### config.mk
export PLATFORM = sky130hd
export DESIGN_NAME = rv_int_core
export DESIGN_NICKNAME = d
export VERILOG_FILES = /design/src/design/rv_pkg.sv /design/src/design/rv_decode_stage.sv /design/src/design/rv_execute.sv /design/src/design/rv_int_core.sv /design/src/design/rv_pre_decoder.sv /design/src/design/rv_regfile.sv /design/src/design/rv_result.sv
export VERILOG_INCLUDE_DIRS = /design/src /design/src/design
export SDC_FILE = /design/constraint.sdc
export NUM_CORES = 2
export LEC_CHECK = 0
export BUFFER_PORTS_ARGS = -buffer_cell sky130_fd_sc_hd__buf_2
export CORE_MARGIN = 2
export CORE_UTILIZATION = 58
export CTS_CLUSTER_SIZE = 28
export DETAILED_ROUTE_END_ITERATION = 7
export GPL_ROUTABILITY_DRIVEN = 0
export PLACE_DENSITY = 0.81
export SETUP_SLACK_MARGIN = 0.3
export SYNTH_ARGS = -nofsm -noshare
export SYNTH_HDL_FRONTEND = slang
export SYNTH_SLANG_ARGS = --single-unit
### constraint.sdc
create_clock -name clk -period 4.9 [get_ports clk]
set_input_delay 0.245 -clock clk [delete_from_list [all_inputs] [get_ports clk]]
set_output_delay 0.245 -clock clk [all_outputs]
set_load 0.005 [all_outputs]
### src/design/rv_core_config.svh
`ifndef RV_CORE_CONFIG_SVH
`define RV_CORE_CONFIG_SVH

// datapath width
`define XLEN 32

// architectural registers, x0 included
`define NREGS 32

`endif

### src/design/rv_pkg.sv
`default_nettype none

package rv_pkg;

	localparam logic [6:0] opc_lui    = 7'b0110111;
	localparam logic [6:0] opc_auipc  = 7'b0010111;
	localparam logic [6:0] opc_jal    = 7'b1101111;
	localparam logic [6:0] opc_jalr   = 7'b1100111;
	localparam logic [6:0] opc_branch = 7'b1100011;
	localparam logic [6:0] opc_load   = 7'b0000011;
	localparam logic [6:0] opc_store  = 7'b0100011;
	localparam logic [6:0] opc_op_imm = 7'b0010011;
	localparam logic [6:0] opc_op     = 7'b0110011;

	typedef struct packed {
		logic [6:0] funct7;
		logic [4:0] rs2;
		logic [4:0] rs1;
		logic [2:0] funct3;
		logic [4:0] rd;
		logic [6:0] opcode;
	} r_fmt_t;

	typedef struct packed {
		logic [11:0] imm;
		logic [4:0]  rs1;
		logic [2:0]  funct3;
		logic [4:0]  rd;
		logic [6:0]  opcode;
	} i_fmt_t;

	typedef struct packed {
		logic [6:0] imm_hi;
		logic [4:0] rs2;
		logic [4:0] rs1;
		logic [2:0] funct3;
		logic [4:0] imm_lo;
		logic [6:0] opcode;
	} s_fmt_t;

	// branch offset bits are scattered over the word
	typedef struct packed {
		logic       imm12;
		logic [5:0] imm10_5;
		logic [4:0] rs2;
		logic [4:0] rs1;
		logic [2:0] funct3;
		logic [3:0] imm4_1;
		logic       imm11;
		logic [6:0] opcode;
	} b_fmt_t;

	typedef struct packed {
		logic [19:0] imm;
		logic [4:0]  rd;
		logic [6:0]  opcode;
	} u_fmt_t;

	typedef struct packed {
		logic       imm20;
		logic [9:0] imm10_1;
		logic       imm11;
		logic [7:0] imm19_12;
		logic [4:0] rd;
		logic [6:0] opcode;
	} j_fmt_t;

	typedef union packed {
		r_fmt_t r_fmt;
		i_fmt_t i_fmt;
		s_fmt_t s_fmt;
		b_fmt_t b_fmt;
		u_fmt_t u_fmt;
		j_fmt_t j_fmt;
	} instr_u;

	typedef enum logic [3:0] {
		add, sub, sll, slt, sltu, xor_op, srl, sra, or_op, and_op, pass_b
	} alu_op_e;

	typedef enum logic [2:0] {
		cls_alu, cls_lui, cls_jump, cls_branch, cls_mem
	} iclass_e;

endpackage

`default_nettype wire

### src/design/rv_decode_stage.sv
`timescale 1ns/1ps
`default_nettype none
`include "rv_core_config.svh"

module rv_decode_stage (
	input  logic                        clk,
	input  logic                        rst,
	input  logic                        in_valid,
	input  rv_pkg::instr_u              instr,
	input  logic [`XLEN-1:0]            pc,
	input  logic                        fwd_valid,
	input  logic [$clog2(`NREGS)-1:0]   fwd_rd,
	input  logic [`XLEN-1:0]            fwd_value,
	input  logic [`XLEN-1:0]            rdata1,
	input  logic [`XLEN-1:0]            rdata2,
	output logic [$clog2(`NREGS)-1:0]   raddr1,
	output logic [$clog2(`NREGS)-1:0]   raddr2,
	output logic                        d_valid,
	output logic [$clog2(`NREGS)-1:0]   d_rd,
	output logic [2:0]                  d_funct3,
	output logic [`XLEN-1:0]            d_op1,
	output logic [`XLEN-1:0]            d_op2,
	output logic [`XLEN-1:0]            d_imm,
	output logic [`XLEN-1:0]            d_pc,
	output rv_pkg::alu_op_e             d_alu_op,
	output rv_pkg::iclass_e             d_iclass
);
	import rv_pkg::*;

	logic [$clog2(`NREGS)-1:0] dec_rd;
	logic [2:0]                dec_funct3;
	logic [`XLEN-1:0]          dec_imm;
	logic [`XLEN-1:0]          op1;
	logic [`XLEN-1:0]          op2;
	alu_op_e                   dec_alu_op;
	iclass_e                   dec_iclass;

	rv_pre_decoder u_pre_decoder (
		.instr  (instr),
		.rd     (dec_rd),
		.rs1    (raddr1),
		.rs2    (raddr2),
		.funct3 (dec_funct3),
		.funct7 (),
		.imm    (dec_imm),
		.alu_op (dec_alu_op),
		.iclass (dec_iclass)
	);

	// the instruction in execute is one ahead of this one
	assign op1 = (fwd_valid && (fwd_rd == raddr1)) ? fwd_value : rdata1;
	assign op2 = (fwd_valid && (fwd_rd == raddr2)) ? fwd_value : rdata2;

	always_ff @(posedge clk) begin
		if (rst) begin
			d_valid <= 1'b0;
		end else begin
			d_valid <= in_valid;
		end
	end

	always_ff @(posedge clk) begin
		if (in_valid) begin
			d_rd     <= dec_rd;
			d_funct3 <= dec_funct3;
			d_op1    <= op1;
			d_op2    <= op2;
			d_imm    <= dec_imm;
			d_pc     <= pc;
			d_alu_op <= dec_alu_op;
			d_iclass <= dec_iclass;
		end
	end

endmodule

`default_nettype wire

### src/design/rv_execute.sv
`timescale 1ns/1ps
`default_nettype none
`include "rv_core_config.svh"

module rv_execute (
	input  logic                        clk,
	input  logic                        rst,
	input  logic                        d_valid,
	input  logic [$clog2(`NREGS)-1:0]   d_rd,
	input  logic [2:0]                  d_funct3,
	input  logic [`XLEN-1:0]            d_op1,
	input  logic [`XLEN-1:0]            d_op2,
	input  logic [`XLEN-1:0]            d_imm,
	input  logic [`XLEN-1:0]            d_pc,
	input  rv_pkg::alu_op_e             d_alu_op,
	input  rv_pkg::iclass_e             d_iclass,
	output logic                        fwd_valid,
	output logic [$clog2(`NREGS)-1:0]   fwd_rd,
	output logic [`XLEN-1:0]            fwd_value,
	output logic                        x_valid,
	output rv_pkg::iclass_e             x_iclass,
	output logic [$clog2(`NREGS)-1:0]   x_rd,
	output logic [`XLEN-1:0]            x_alu_value,
	output logic [`XLEN-1:0]            x_link,
	output logic                        x_redirect,
	output logic [`XLEN-1:0]            x_redirect_pc
);
	import rv_pkg::*;

	logic [`XLEN-1:0]          alu_a;
	logic [`XLEN-1:0]          alu_b;
	logic [`XLEN-1:0]          alu_res;
	logic [$clog2(`XLEN)-1:0]  shamt;
	logic [`XLEN-1:0]          link;
	logic [`XLEN-1:0]          br_target;
	logic [`XLEN-1:0]          jump_target;
	logic [`XLEN-1:0]          next_pc;
	logic                      taken;
	logic                      redirect_now;

	always_comb begin
		alu_a = d_op1;
		alu_b = d_op2;
		case (d_iclass)
			cls_lui: begin
				alu_a = d_pc;
				alu_b = d_imm;
			end
			// op-imm reads x0 as rs2 and op carries a zero imm
			cls_alu: alu_b = d_op2 | d_imm;
			cls_jump, cls_mem: alu_b = d_imm;
			default: ;
		endcase
	end

	assign shamt = alu_b[$clog2(`XLEN)-1:0];

	always_comb begin
		case (d_alu_op)
			add:     alu_res = alu_a + alu_b;
			sub:     alu_res = alu_a - alu_b;
			sll:     alu_res = alu_a << shamt;
			slt:     alu_res = {{(`XLEN-1){1'b0}}, $signed(alu_a) < $signed(alu_b)};
			sltu:    alu_res = {{(`XLEN-1){1'b0}}, alu_a < alu_b};
			xor_op:  alu_res = alu_a ^ alu_b;
			srl:     alu_res = alu_a >> shamt;
			sra:     alu_res = $unsigned($signed(alu_a) >>> shamt);
			or_op:   alu_res = alu_a | alu_b;
			and_op:  alu_res = alu_a & alu_b;
			default: alu_res = alu_b;
		endcase
	end

	always_comb begin
		case (d_funct3)
			3'b000:  taken = (d_op1 == d_op2);
			3'b001:  taken = (d_op1 != d_op2);
			3'b100:  taken = ($signed(d_op1) < $signed(d_op2));
			3'b101:  taken = ($signed(d_op1) >= $signed(d_op2));
			3'b110:  taken = (d_op1 < d_op2);
			3'b111:  taken = (d_op1 >= d_op2);
			default: taken = 1'b0;
		endcase
	end

	assign link      = d_pc + `XLEN'(4);
	assign br_target = d_pc + d_imm;
	// jal is tagged pass_b, jalr adds rs1 in the alu
	assign jump_target = (d_alu_op == pass_b) ? br_target : {alu_res[`XLEN-1:1], 1'b0};

	always_comb begin
		redirect_now = 1'b0;
		next_pc      = link;
		if (d_iclass == cls_jump) begin
			redirect_now = 1'b1;
			next_pc      = jump_target;
		end else if ((d_iclass == cls_branch) && taken) begin
			redirect_now = 1'b1;
			next_pc      = br_target;
		end
	end

	assign fwd_valid = d_valid && (d_rd != '0) &&
	                   (d_iclass != cls_branch) && (d_iclass != cls_mem);
	assign fwd_rd    = d_rd;
	assign fwd_value = (d_iclass == cls_jump) ? link : alu_res;

	always_ff @(posedge clk) begin
		if (rst) begin
			x_valid <= 1'b0;
		end else begin
			x_valid <= d_valid;
		end
	end

	always_ff @(posedge clk) begin
		if (d_valid) begin
			x_iclass      <= d_iclass;
			x_rd          <= d_rd;
			x_alu_value   <= alu_res;
			x_link        <= link;
			x_redirect    <= redirect_now;
			x_redirect_pc <= next_pc;
		end
	end

endmodule

`default_nettype wire

### src/design/rv_int_core.sv
`timescale 1ns/1ps
`default_nettype none
`include "rv_core_config.svh"

module rv_int_core (
	input  logic                        clk,
	input  logic                        rst,
	input  logic                        in_valid,
	input  rv_pkg::instr_u              instr,
	input  logic [`XLEN-1:0]            pc,
	output logic                        res_valid,
	output logic                        res_wen,
	output logic [$clog2(`NREGS)-1:0]   res_rd,
	output logic [`XLEN-1:0]            res_value,
	output logic                        redirect,
	output logic [`XLEN-1:0]            redirect_pc
);
	import rv_pkg::*;

	logic [$clog2(`NREGS)-1:0] raddr1;
	logic [$clog2(`NREGS)-1:0] raddr2;
	logic [`XLEN-1:0]          rdata1;
	logic [`XLEN-1:0]          rdata2;
	logic                      wen;
	logic [$clog2(`NREGS)-1:0] waddr;
	logic [`XLEN-1:0]          wdata;

	logic                      fwd_valid;
	logic [$clog2(`NREGS)-1:0] fwd_rd;
	logic [`XLEN-1:0]          fwd_value;

	logic                      d_valid;
	logic [$clog2(`NREGS)-1:0] d_rd;
	logic [2:0]                d_funct3;
	logic [`XLEN-1:0]          d_op1;
	logic [`XLEN-1:0]          d_op2;
	logic [`XLEN-1:0]          d_imm;
	logic [`XLEN-1:0]          d_pc;
	alu_op_e                   d_alu_op;
	iclass_e                   d_iclass;

	logic                      x_valid;
	iclass_e                   x_iclass;
	logic [$clog2(`NREGS)-1:0] x_rd;
	logic [`XLEN-1:0]          x_alu_value;
	logic [`XLEN-1:0]          x_link;
	logic                      x_redirect;
	logic [`XLEN-1:0]          x_redirect_pc;

	rv_decode_stage u_decode (
		.clk, .rst, .in_valid, .instr, .pc,
		.fwd_valid, .fwd_rd, .fwd_value,
		.rdata1, .rdata2, .raddr1, .raddr2,
		.d_valid, .d_rd, .d_funct3, .d_op1, .d_op2,
		.d_imm, .d_pc, .d_alu_op, .d_iclass
	);

	rv_regfile u_regfile (
		.clk, .rst, .raddr1, .raddr2, .rdata1, .rdata2,
		.wen, .waddr, .wdata
	);

	rv_execute u_execute (
		.clk, .rst,
		.d_valid, .d_rd, .d_funct3, .d_op1, .d_op2,
		.d_imm, .d_pc, .d_alu_op, .d_iclass,
		.fwd_valid, .fwd_rd, .fwd_value,
		.x_valid, .x_iclass, .x_rd, .x_alu_value,
		.x_link, .x_redirect, .x_redirect_pc
	);

	rv_result u_result (
		.x_valid, .x_iclass, .x_rd, .x_alu_value,
		.x_link, .x_redirect, .x_redirect_pc,
		.wen, .waddr, .wdata,
		.res_valid, .res_wen, .res_rd, .res_value,
		.redirect, .redirect_pc
	);

endmodule

`default_nettype wire

### src/design/rv_pre_decoder.sv
`timescale 1ns/1ps
`default_nettype none
`include "rv_core_config.svh"

module rv_pre_decoder (
	input  rv_pkg::instr_u                  instr,
	output logic [$clog2(`NREGS)-1:0]       rd,
	output logic [$clog2(`NREGS)-1:0]       rs1,
	output logic [$clog2(`NREGS)-1:0]       rs2,
	output logic [2:0]                      funct3,
	output logic [6:0]                      funct7,
	output logic [`XLEN-1:0]                imm,
	output rv_pkg::alu_op_e                 alu_op,
	output rv_pkg::iclass_e                 iclass
);
	import rv_pkg::*;

	logic [`XLEN-1:0] imm_i;
	logic [`XLEN-1:0] imm_s;
	logic [`XLEN-1:0] imm_b;
	logic [`XLEN-1:0] imm_u;
	logic [`XLEN-1:0] imm_j;
	logic [`XLEN-1:0] imm_sh;
	logic             is_shift;

	// funct7 bit 5 selects sub only for register operands
	function automatic alu_op_e arith_op(input logic [2:0] f3, input logic alt,
	                                     input logic is_reg);
		case (f3)
			3'b000:  return (alt && is_reg) ? sub : add;
			3'b001:  return sll;
			3'b010:  return slt;
			3'b011:  return sltu;
			3'b100:  return xor_op;
			3'b101:  return alt ? sra : srl;
			3'b110:  return or_op;
			default: return and_op;
		endcase
	endfunction

	assign imm_i = {{(`XLEN-12){instr.i_fmt.imm[11]}}, instr.i_fmt.imm};
	assign imm_s = {{(`XLEN-12){instr.s_fmt.imm_hi[6]}}, instr.s_fmt.imm_hi,
	                instr.s_fmt.imm_lo};
	assign imm_b = {{(`XLEN-12){instr.b_fmt.imm12}}, instr.b_fmt.imm11,
	                instr.b_fmt.imm10_5, instr.b_fmt.imm4_1, 1'b0};
	assign imm_u = {instr.u_fmt.imm, 12'b0};
	assign imm_j = {{(`XLEN-20){instr.j_fmt.imm20}}, instr.j_fmt.imm19_12,
	                instr.j_fmt.imm11, instr.j_fmt.imm10_1, 1'b0};
	// shamt sits in the rs2 slot
	assign imm_sh = {{(`XLEN-5){1'b0}}, instr.r_fmt.rs2};

	assign is_shift = (instr.i_fmt.funct3 == 3'b001) || (instr.i_fmt.funct3 == 3'b101);

	always_comb begin
		rd     = instr.r_fmt.rd;
		rs1    = instr.r_fmt.rs1;
		rs2    = instr.r_fmt.rs2;
		funct3 = instr.r_fmt.funct3;
		funct7 = instr.r_fmt.funct7;
		imm    = '0;
		iclass = cls_alu;
		alu_op = arith_op(instr.r_fmt.funct3, instr.r_fmt.funct7[5], 1'b1);
		case (instr.r_fmt.opcode)
			opc_lui, opc_auipc: begin
				rd     = instr.u_fmt.rd;
				rs1    = '0;
				rs2    = '0;
				funct3 = '0;
				funct7 = '0;
				imm    = imm_u;
				iclass = cls_lui;
				alu_op = (instr.u_fmt.opcode == opc_lui) ? pass_b : add;
			end
			opc_jal: begin
				rd     = instr.j_fmt.rd;
				rs1    = '0;
				rs2    = '0;
				funct3 = '0;
				funct7 = '0;
				imm    = imm_j;
				iclass = cls_jump;
				alu_op = pass_b;
			end
			opc_jalr: begin
				rd     = instr.i_fmt.rd;
				rs1    = instr.i_fmt.rs1;
				rs2    = '0;
				funct7 = '0;
				imm    = imm_i;
				iclass = cls_jump;
				alu_op = add;
			end
			opc_branch: begin
				rd     = '0;
				rs1    = instr.b_fmt.rs1;
				rs2    = instr.b_fmt.rs2;
				funct3 = instr.b_fmt.funct3;
				funct7 = '0;
				imm    = imm_b;
				iclass = cls_branch;
				alu_op = sub;
			end
			opc_store: begin
				rd     = '0;
				rs1    = instr.s_fmt.rs1;
				rs2    = instr.s_fmt.rs2;
				funct7 = '0;
				imm    = imm_s;
				iclass = cls_mem;
				alu_op = add;
			end
			opc_load: begin
				rs1    = instr.i_fmt.rs1;
				rs2    = '0;
				funct7 = '0;
				imm    = imm_i;
				iclass = cls_mem;
				alu_op = add;
			end
			opc_op_imm: begin
				rs2    = '0;
				funct7 = is_shift ? instr.r_fmt.funct7 : 7'd0;
				imm    = is_shift ? imm_sh : imm_i;
				alu_op = arith_op(instr.i_fmt.funct3, instr.r_fmt.funct7[5], 1'b0);
			end
			// op and unknown opcodes keep the r-type defaults
			opc_op: ;
			default: ;
		endcase
	end

endmodule

`default_nettype wire

### src/design/rv_regfile.sv
`timescale 1ns/1ps
`default_nettype none
`include "rv_core_config.svh"

module rv_regfile (
	input  logic                        clk,
	input  logic                        rst,
	input  logic [$clog2(`NREGS)-1:0]   raddr1,
	input  logic [$clog2(`NREGS)-1:0]   raddr2,
	output logic [`XLEN-1:0]            rdata1,
	output logic [`XLEN-1:0]            rdata2,
	input  logic                        wen,
	input  logic [$clog2(`NREGS)-1:0]   waddr,
	input  logic [`XLEN-1:0]            wdata
);

	// x0 has no storage
	logic [`XLEN-1:0] regs [1:`NREGS-1];

	always_ff @(posedge clk) begin
		if (rst) begin
			for (int i = 1; i < `NREGS; i++) begin
				regs[i] <= '0;
			end
		end else if (wen && (waddr != '0)) begin
			regs[waddr] <= wdata;
		end
	end

	// write data bypasses to a read of the same address
	assign rdata1 = (raddr1 == '0)                ? '0    :
	                (wen && (waddr == raddr1))    ? wdata : regs[raddr1];
	assign rdata2 = (raddr2 == '0)                ? '0    :
	                (wen && (waddr == raddr2))    ? wdata : regs[raddr2];

endmodule

`default_nettype wire

### src/design/rv_result.sv
`timescale 1ns/1ps
`default_nettype none
`include "rv_core_config.svh"

module rv_result (
	input  logic                        x_valid,
	input  rv_pkg::iclass_e             x_iclass,
	input  logic [$clog2(`NREGS)-1:0]   x_rd,
	input  logic [`XLEN-1:0]            x_alu_value,
	input  logic [`XLEN-1:0]            x_link,
	input  logic                        x_redirect,
	input  logic [`XLEN-1:0]            x_redirect_pc,
	output logic                        wen,
	output logic [$clog2(`NREGS)-1:0]   waddr,
	output logic [`XLEN-1:0]            wdata,
	output logic                        res_valid,
	output logic                        res_wen,
	output logic [$clog2(`NREGS)-1:0]   res_rd,
	output logic [`XLEN-1:0]            res_value,
	output logic                        redirect,
	output logic [`XLEN-1:0]            redirect_pc
);
	import rv_pkg::*;

	// branches and memory ops never write back
	assign wen   = x_valid && (x_rd != '0) &&
	               (x_iclass != cls_branch) && (x_iclass != cls_mem);
	assign waddr = x_rd;
	assign wdata = (x_iclass == cls_jump) ? x_link : x_alu_value;

	assign res_valid   = x_valid;
	assign res_wen     = wen;
	assign res_rd      = x_rd;
	assign res_value   = wdata;
	assign redirect    = x_valid && x_redirect;
	assign redirect_pc = x_redirect_pc;

endmodule

`default_nettype wire

==> reports/results.txt, run 1 <==
Status: aborted with a tool error
Stopped at: global routing
First error: [ERROR GRT-0232] Routing congestion too high. Check the congestion heatmap in the GUI.
Seq/Total Area, Yosys: 48.3%
Port buffer count: 138
# IOs: 139
Yosys warning count: 0
Largest net degree at the start of global routing: 122
Most frequent cell after synthesis: edfxtp_1
Largest cells by area after synthesis: edfxtp_1 48%, nor2_1 5.9%, nand2_1 4.2%
Site row count: 135
Ys flop type: edfxtp_1
Number of buffers created by CTS: 138
Sinks on the clock net: 1274
Total congestion overflow: 77
Area share of the largest cell type after synthesis: 48.2%
CTS Buffer Depth: 3
Mapped cell area: 79200 sq um
Initial Util: 58.5%
Post-synthesis sequential element count: 1274
Fraction of registers with async set or reset after synthesis: 0%
H-tree Lvls: 4
DP HPWL: 244000 um
Syn Area/Cell: 9.71 sq um
GRT Total Usage: 60.5%
Post-synth top cells: 1272 x edfxtp_1, 1248 x nor2_1, 893 x nand2_1
Unique masters post-synth: 117
Die width: 373 um
Cell taking the most area after synthesis: edfxtp_1
Post-Syn Instances: 8153
CTS Root Buffer Type: clkbuf_16
Die height: 373 um
Number of synthesized flops with an enable pin: 1272
cell families after synthesis:
group,after synthesis,share of synthesized area [%]
fa+ha+maj,169,2.70
simple gates,3163,17.6
xor+xnor,91,1.01
mux,380,7.09
flops,1274,48.3
other cells,1,0.00474
compound gates,2091,18.3
buf+inv,984,4.97
metrics by stage:
stage                     cell area (sq um)  std cells  hold WS, ns  utilization [%]  setup slack, ns
after floorplan                       79500       8184        0.344                -            0.300
after global placement                84900       9917        0.422             62.6          -0.0645
after detailed placement              84900       9917        0.423             62.6           -0.169
after CTS                             90200      10235       0.0402             66.6            0.247
per-layer routing:
| metal | GRT usage, % | GRT overflow |
|---|---|---|
| met1 | 60.6 | 6 |
| met2 | 73.8 | 52 |
| met3 | 50.7 | 2 |
| met4 | 54.1 | 16 |
| met5 | 32.2 | 1 |
timing repair:
item                       CTS
hold endpoints to repair    76
resized for setup           38
cloned                       1
setup endpoints to repair   81
hold buffers                63
pin swaps                   13
buffers inserted             9
==> run 2: changes to the inputs <==
--- a/config.mk
+++ b/config.mk
@@ -8,12 +8,10 @@
 export LEC_CHECK = 0
 export BUFFER_PORTS_ARGS = -buffer_cell sky130_fd_sc_hd__buf_2
 export CORE_MARGIN = 2
-export CORE_UTILIZATION = 58
-export CTS_CLUSTER_SIZE = 28
+export CORE_UTILIZATION = 40
 export DETAILED_ROUTE_END_ITERATION = 7
 export GPL_ROUTABILITY_DRIVEN = 0
-export PLACE_DENSITY = 0.81
-export SETUP_SLACK_MARGIN = 0.3
+export PLACE_DENSITY_LB_ADDON = 0.15
 export SYNTH_ARGS = -nofsm -noshare
 export SYNTH_HDL_FRONTEND = slang
 export SYNTH_SLANG_ARGS = --single-unit
==> constraint.sdc (replaced) <==
create_clock -name clk -period 6.4 [get_ports clk]
set_input_delay 0.32 -clock clk [delete_from_list [all_inputs] [get_ports clk]]
set_output_delay 0.32 -clock clk [all_outputs]
set_load 0.005 [all_outputs]
==> run 2 against run 1 <==
Compared with the run above: the flow now finishes, with violations (DRC, capacitance limit, slew limit); area after synthesis unchanged; synthesized cell count unchanged.
==> reports/results.txt, run 2 <==
Ratio of cells with drive above 1 in the final layout: 13.7%
Yosys warning count: 0 (unchanged)
Critical path type: reg -> reg
# setup viols final: 0
Worst setup margin: 0.144 ns
Critical path depth in cells: 16
Worst-Skew Late Latency: 0.86 ns
# IOs: 139 (unchanged)
Via count: 76824
Postcts setup bufs: 0 (-9)
Largest net degree at the start of global routing: 120
Crit share post-route: 97.8%
Mux contribution to synthesized area: 7.09% (unchanged)
Setup TNS: 0 ns
Unique masters post-synth: 117 (unchanged)
Post-synthesis sequential element count: 1274 (unchanged)
Failing checks: DRC, capacitance limit, slew limit
Total Die Area: 202000 sq um
Fraction of registers with async set or reset after synthesis: 0% (unchanged)
Tmin final: 6.26 ns
Fmax: 160 MHz
WHS Endpoint: u_execute.x_valid$_SDFF_PP0_
Cell taking the most area after synthesis: edfxtp_1
GRT Total Usage: 40.5%
Critical Path, Cell by Cell: or3b_2, buf_4, nand4_4, nand2_2, inv_2, ha_1, o311ai_0, a21oi_1, o311ai_0, buf_4, nand2_1, o211ai_1, mux2_2, a211oi_1, a22oi_2, a221o_1
Number of synthesized flops with an enable pin: 1272 (unchanged)
Pre-antenna DRT Iters: 8
Final nets: 8402
HP Class: in -> reg
Seq/Total Area, Yosys: 48.3% (unchanged)
Status: complete, but fails checks
CTS Buffer Depth: 3 (unchanged)
Adder and majority gate portion of the synthesized area: 2.70% (unchanged)
Total congestion overflow: 0
Die height: 449 um (+20%)
Port buffer count: 138 (unchanged)
Final slew viol count: 9
Biggest register: u_regfile.regs
Crit path largest cell delay: 1.03 ns
Core Area: 197000 sq um
R2R setup slack: 0.14 ns
Initial Util: 40.2% (-18 points)
Static Leakage: 33.8 nW
Skew final: 0.0690 ns
Drt drc: 107
Slew of the pin with the lowest slew margin: 1.70 ns
Critical path fanouts, max: 22
Final hold vios: 0
Synth Area in Compound Gates: 18.3% (unchanged)
Drt wl/cell: 38.5 um
Initial drt markers: 14684
VDD IR-drop max: 0.294 mV
Dpl ws: 0.560 ns (+0.729 ns)
DRT Wirelength: 421000 um
DP HPWL: 277000 um (+14%)
End of the worst register-to-register path: u_execute.x_redirect_pc[29]$_DFFE_PP_
Number of buffers created by CTS: 151 (+9.4%)
Site row count: 163 (+21%)
Initial antenna violation count: 38
WHS Path Cells: 3
H-tree Lvls: 4 (unchanged)
CP arrival: 6.86 ns
CP max-delay cell: o311ai_0
Area share of the largest cell type after synthesis: 48.2% (unchanged)
Critical Path RT: 7.00 ns
Die width: 449 um (+20%)
CTS clk-pin slew, worst paths: 0.06 ns
Vias in the first global route: 71921
Crit path capture type: register
Area share of and/or/nand/nor cells after synthesis: 17.6% (unchanged)
Syn Area/Cell: 9.71 sq um (unchanged)
Post-synthesis xor/xnor area fraction: 1.01% (unchanged)
Most common cell after layout, fill and taps aside: edfxtp_1
RSZ-0062 raised after global routing: no
Via density: 7.02
Hold Crit Start: rst
First-pass GRT wire length: 578000 um
Reg-to-reg startpoint: u_decode.d_iclass[1]$_DFFE_PP_
Power per cell area: 282 nW/um^2
Max FFs per register: 1024
Final ANT Viol Nets: 0
Largest family of logic cells by synthesized area: compound AO/OA/AOI/OAI gates
Area growth syn-to-layout: 13.3%
Sinks on the clock net: 1274 (unchanged)
Reg2Reg Depth: 16
Startpoint types: register
Buf/Inv on CP: 3
Largest delay share family, worst path: compound AO/OA/AOI/OAI gates
CTS Root Buffer Type: clkbuf_16
Post-synth top cells: 1272 x edfxtp_1, 1248 x nor2_1, 893 x nand2_1
Max-Cap Viols: 3
Largest cells by area after synthesis: edfxtp_1 48%, nor2_1 5.9%, nand2_1 4.2%
Worst slew margin: -14.2%
Most frequent cells in the layout: 1272 x edfxtp_1, 1237 x nor2_1, 872 x nand2_1
Clock tree from TritonCTS: built
Ys flop type: edfxtp_1
Post-Syn Instances: 8153 (unchanged)
Most frequent cell after synthesis: edfxtp_1
Mapped cell area: 79200 sq um (unchanged)
[run 2: cell counts after synthesis]
Identical to the previous run, type by type.
[run 2: repair_timing]
| action | CTS | global route |
|---|---|---|
| hold buffers | 54 | 0 |
| setup endpoints to repair | 0 | 2 |
| gates resized for setup | 0 | 1 |
| endpoints found under the hold margin | 104 | 0 |
[run 2: final cells by class]
class / instances / area [sq um]
fill: 18661 / 107000
antenna: 17 / 42.5
multi-input combinational: 5926 / 38000
tap: 2640 / 3300
clock inverter: 83 / 783
timing repair buffer: 596 / 4680
sequential: 1274 / 38200
inverter: 218 / 826
clock buffer: 184 / 3900
[run 2: worst max path at each step]
| stage | from | endpoint |
|---|---|---|
| 3_5_place_dp | u_decode.d_iclass[1]$_DFFE_PP_ | u_decode.d_op2[26]$_DFFE_PP_ |
| 5_1_grt | u_decode.d_iclass[2]$_DFFE_PP_ | u_decode.d_op2[23]$_DFFE_PP_ |
| 4_1_cts | u_decode.d_iclass[1]$_DFFE_PP_ | u_execute.x_redirect_pc[29]$_DFFE_PP_ |
| 6_report | u_decode.d_iclass[1]$_DFFE_PP_ | u_execute.x_redirect_pc[29]$_DFFE_PP_ |
| 2_1_floorplan | u_decode.d_iclass[0]$_DFFE_PP_ | u_decode.d_op1[29]$_DFFE_PP_ |
| 3_3_place_gp | u_decode.d_iclass[1]$_DFFE_PP_ | u_decode.d_op2[31]$_DFFE_PP_ |
[run 2: logic make-up after synthesis]
kind of cell	Yosys count
other cells	1
mux	380
compound gates	2091
flops	1274
buf+inv	984
simple gates	3163
xor+xnor	91
fa+ha+maj	169
[run 2: worst register-to-register path, delay by kind of cell, from the launching register on]
kind                     cells  cell delay, ns
AO/OA/AOI/OAI                7            3.05
adder cells (fa/ha/maj)      1            0.31
buffers and inverters        3            0.83
flip-flops                   1            0.65
multiplexers                 1            0.37
AND/OR/NAND/NOR              4            0.86
[run 2: power breakdown]
| part | switching [mW] | total (mW) | leakage [nW] | internal [mW] |
|---|---|---|---|---|
| combinational | 4.83 | 6.74 | 18.6 | 1.91 |
| sequential | 0.412 | 10.1 | 12.9 | 9.65 |
| clock | 3.78 | 8.53 | 2.27 | 4.75 |
[run 2: stage by stage]
stage / utilization [%] / total power, mW / cells / hold WS, ns / instance area (sq um)
global route: 45.5 / 25.7 / 10924 / 0.0562 / 89700
floorplan: - / 13.5 / 8184 / 0.419 / 79300
finish: 45.6 / 25.3 / 10938 / 0.0594 / 89800
detailed placement: 42.8 / 16.4 / 10595 / 0.499 / 84400
CTS: 45.5 / 24.8 / 10916 / 0.00123 / 89600
global placement: 42.8 / 16.3 / 10593 / 0.498 / 84400
[run 2: per-layer routing]
metal | GRT usage, % | share of wire [%] | up-vias
li1 | - | - | 30574
met3 | 16.6 | 15 | 2051
met4 | 31.4 | 9.7 | 54
met2 | 58.4 | 42 | 6808
met5 | 1.09 | 0.17 | -
met1 | 47.7 | 34 | 37337
(Power assumes the default switching activity.)
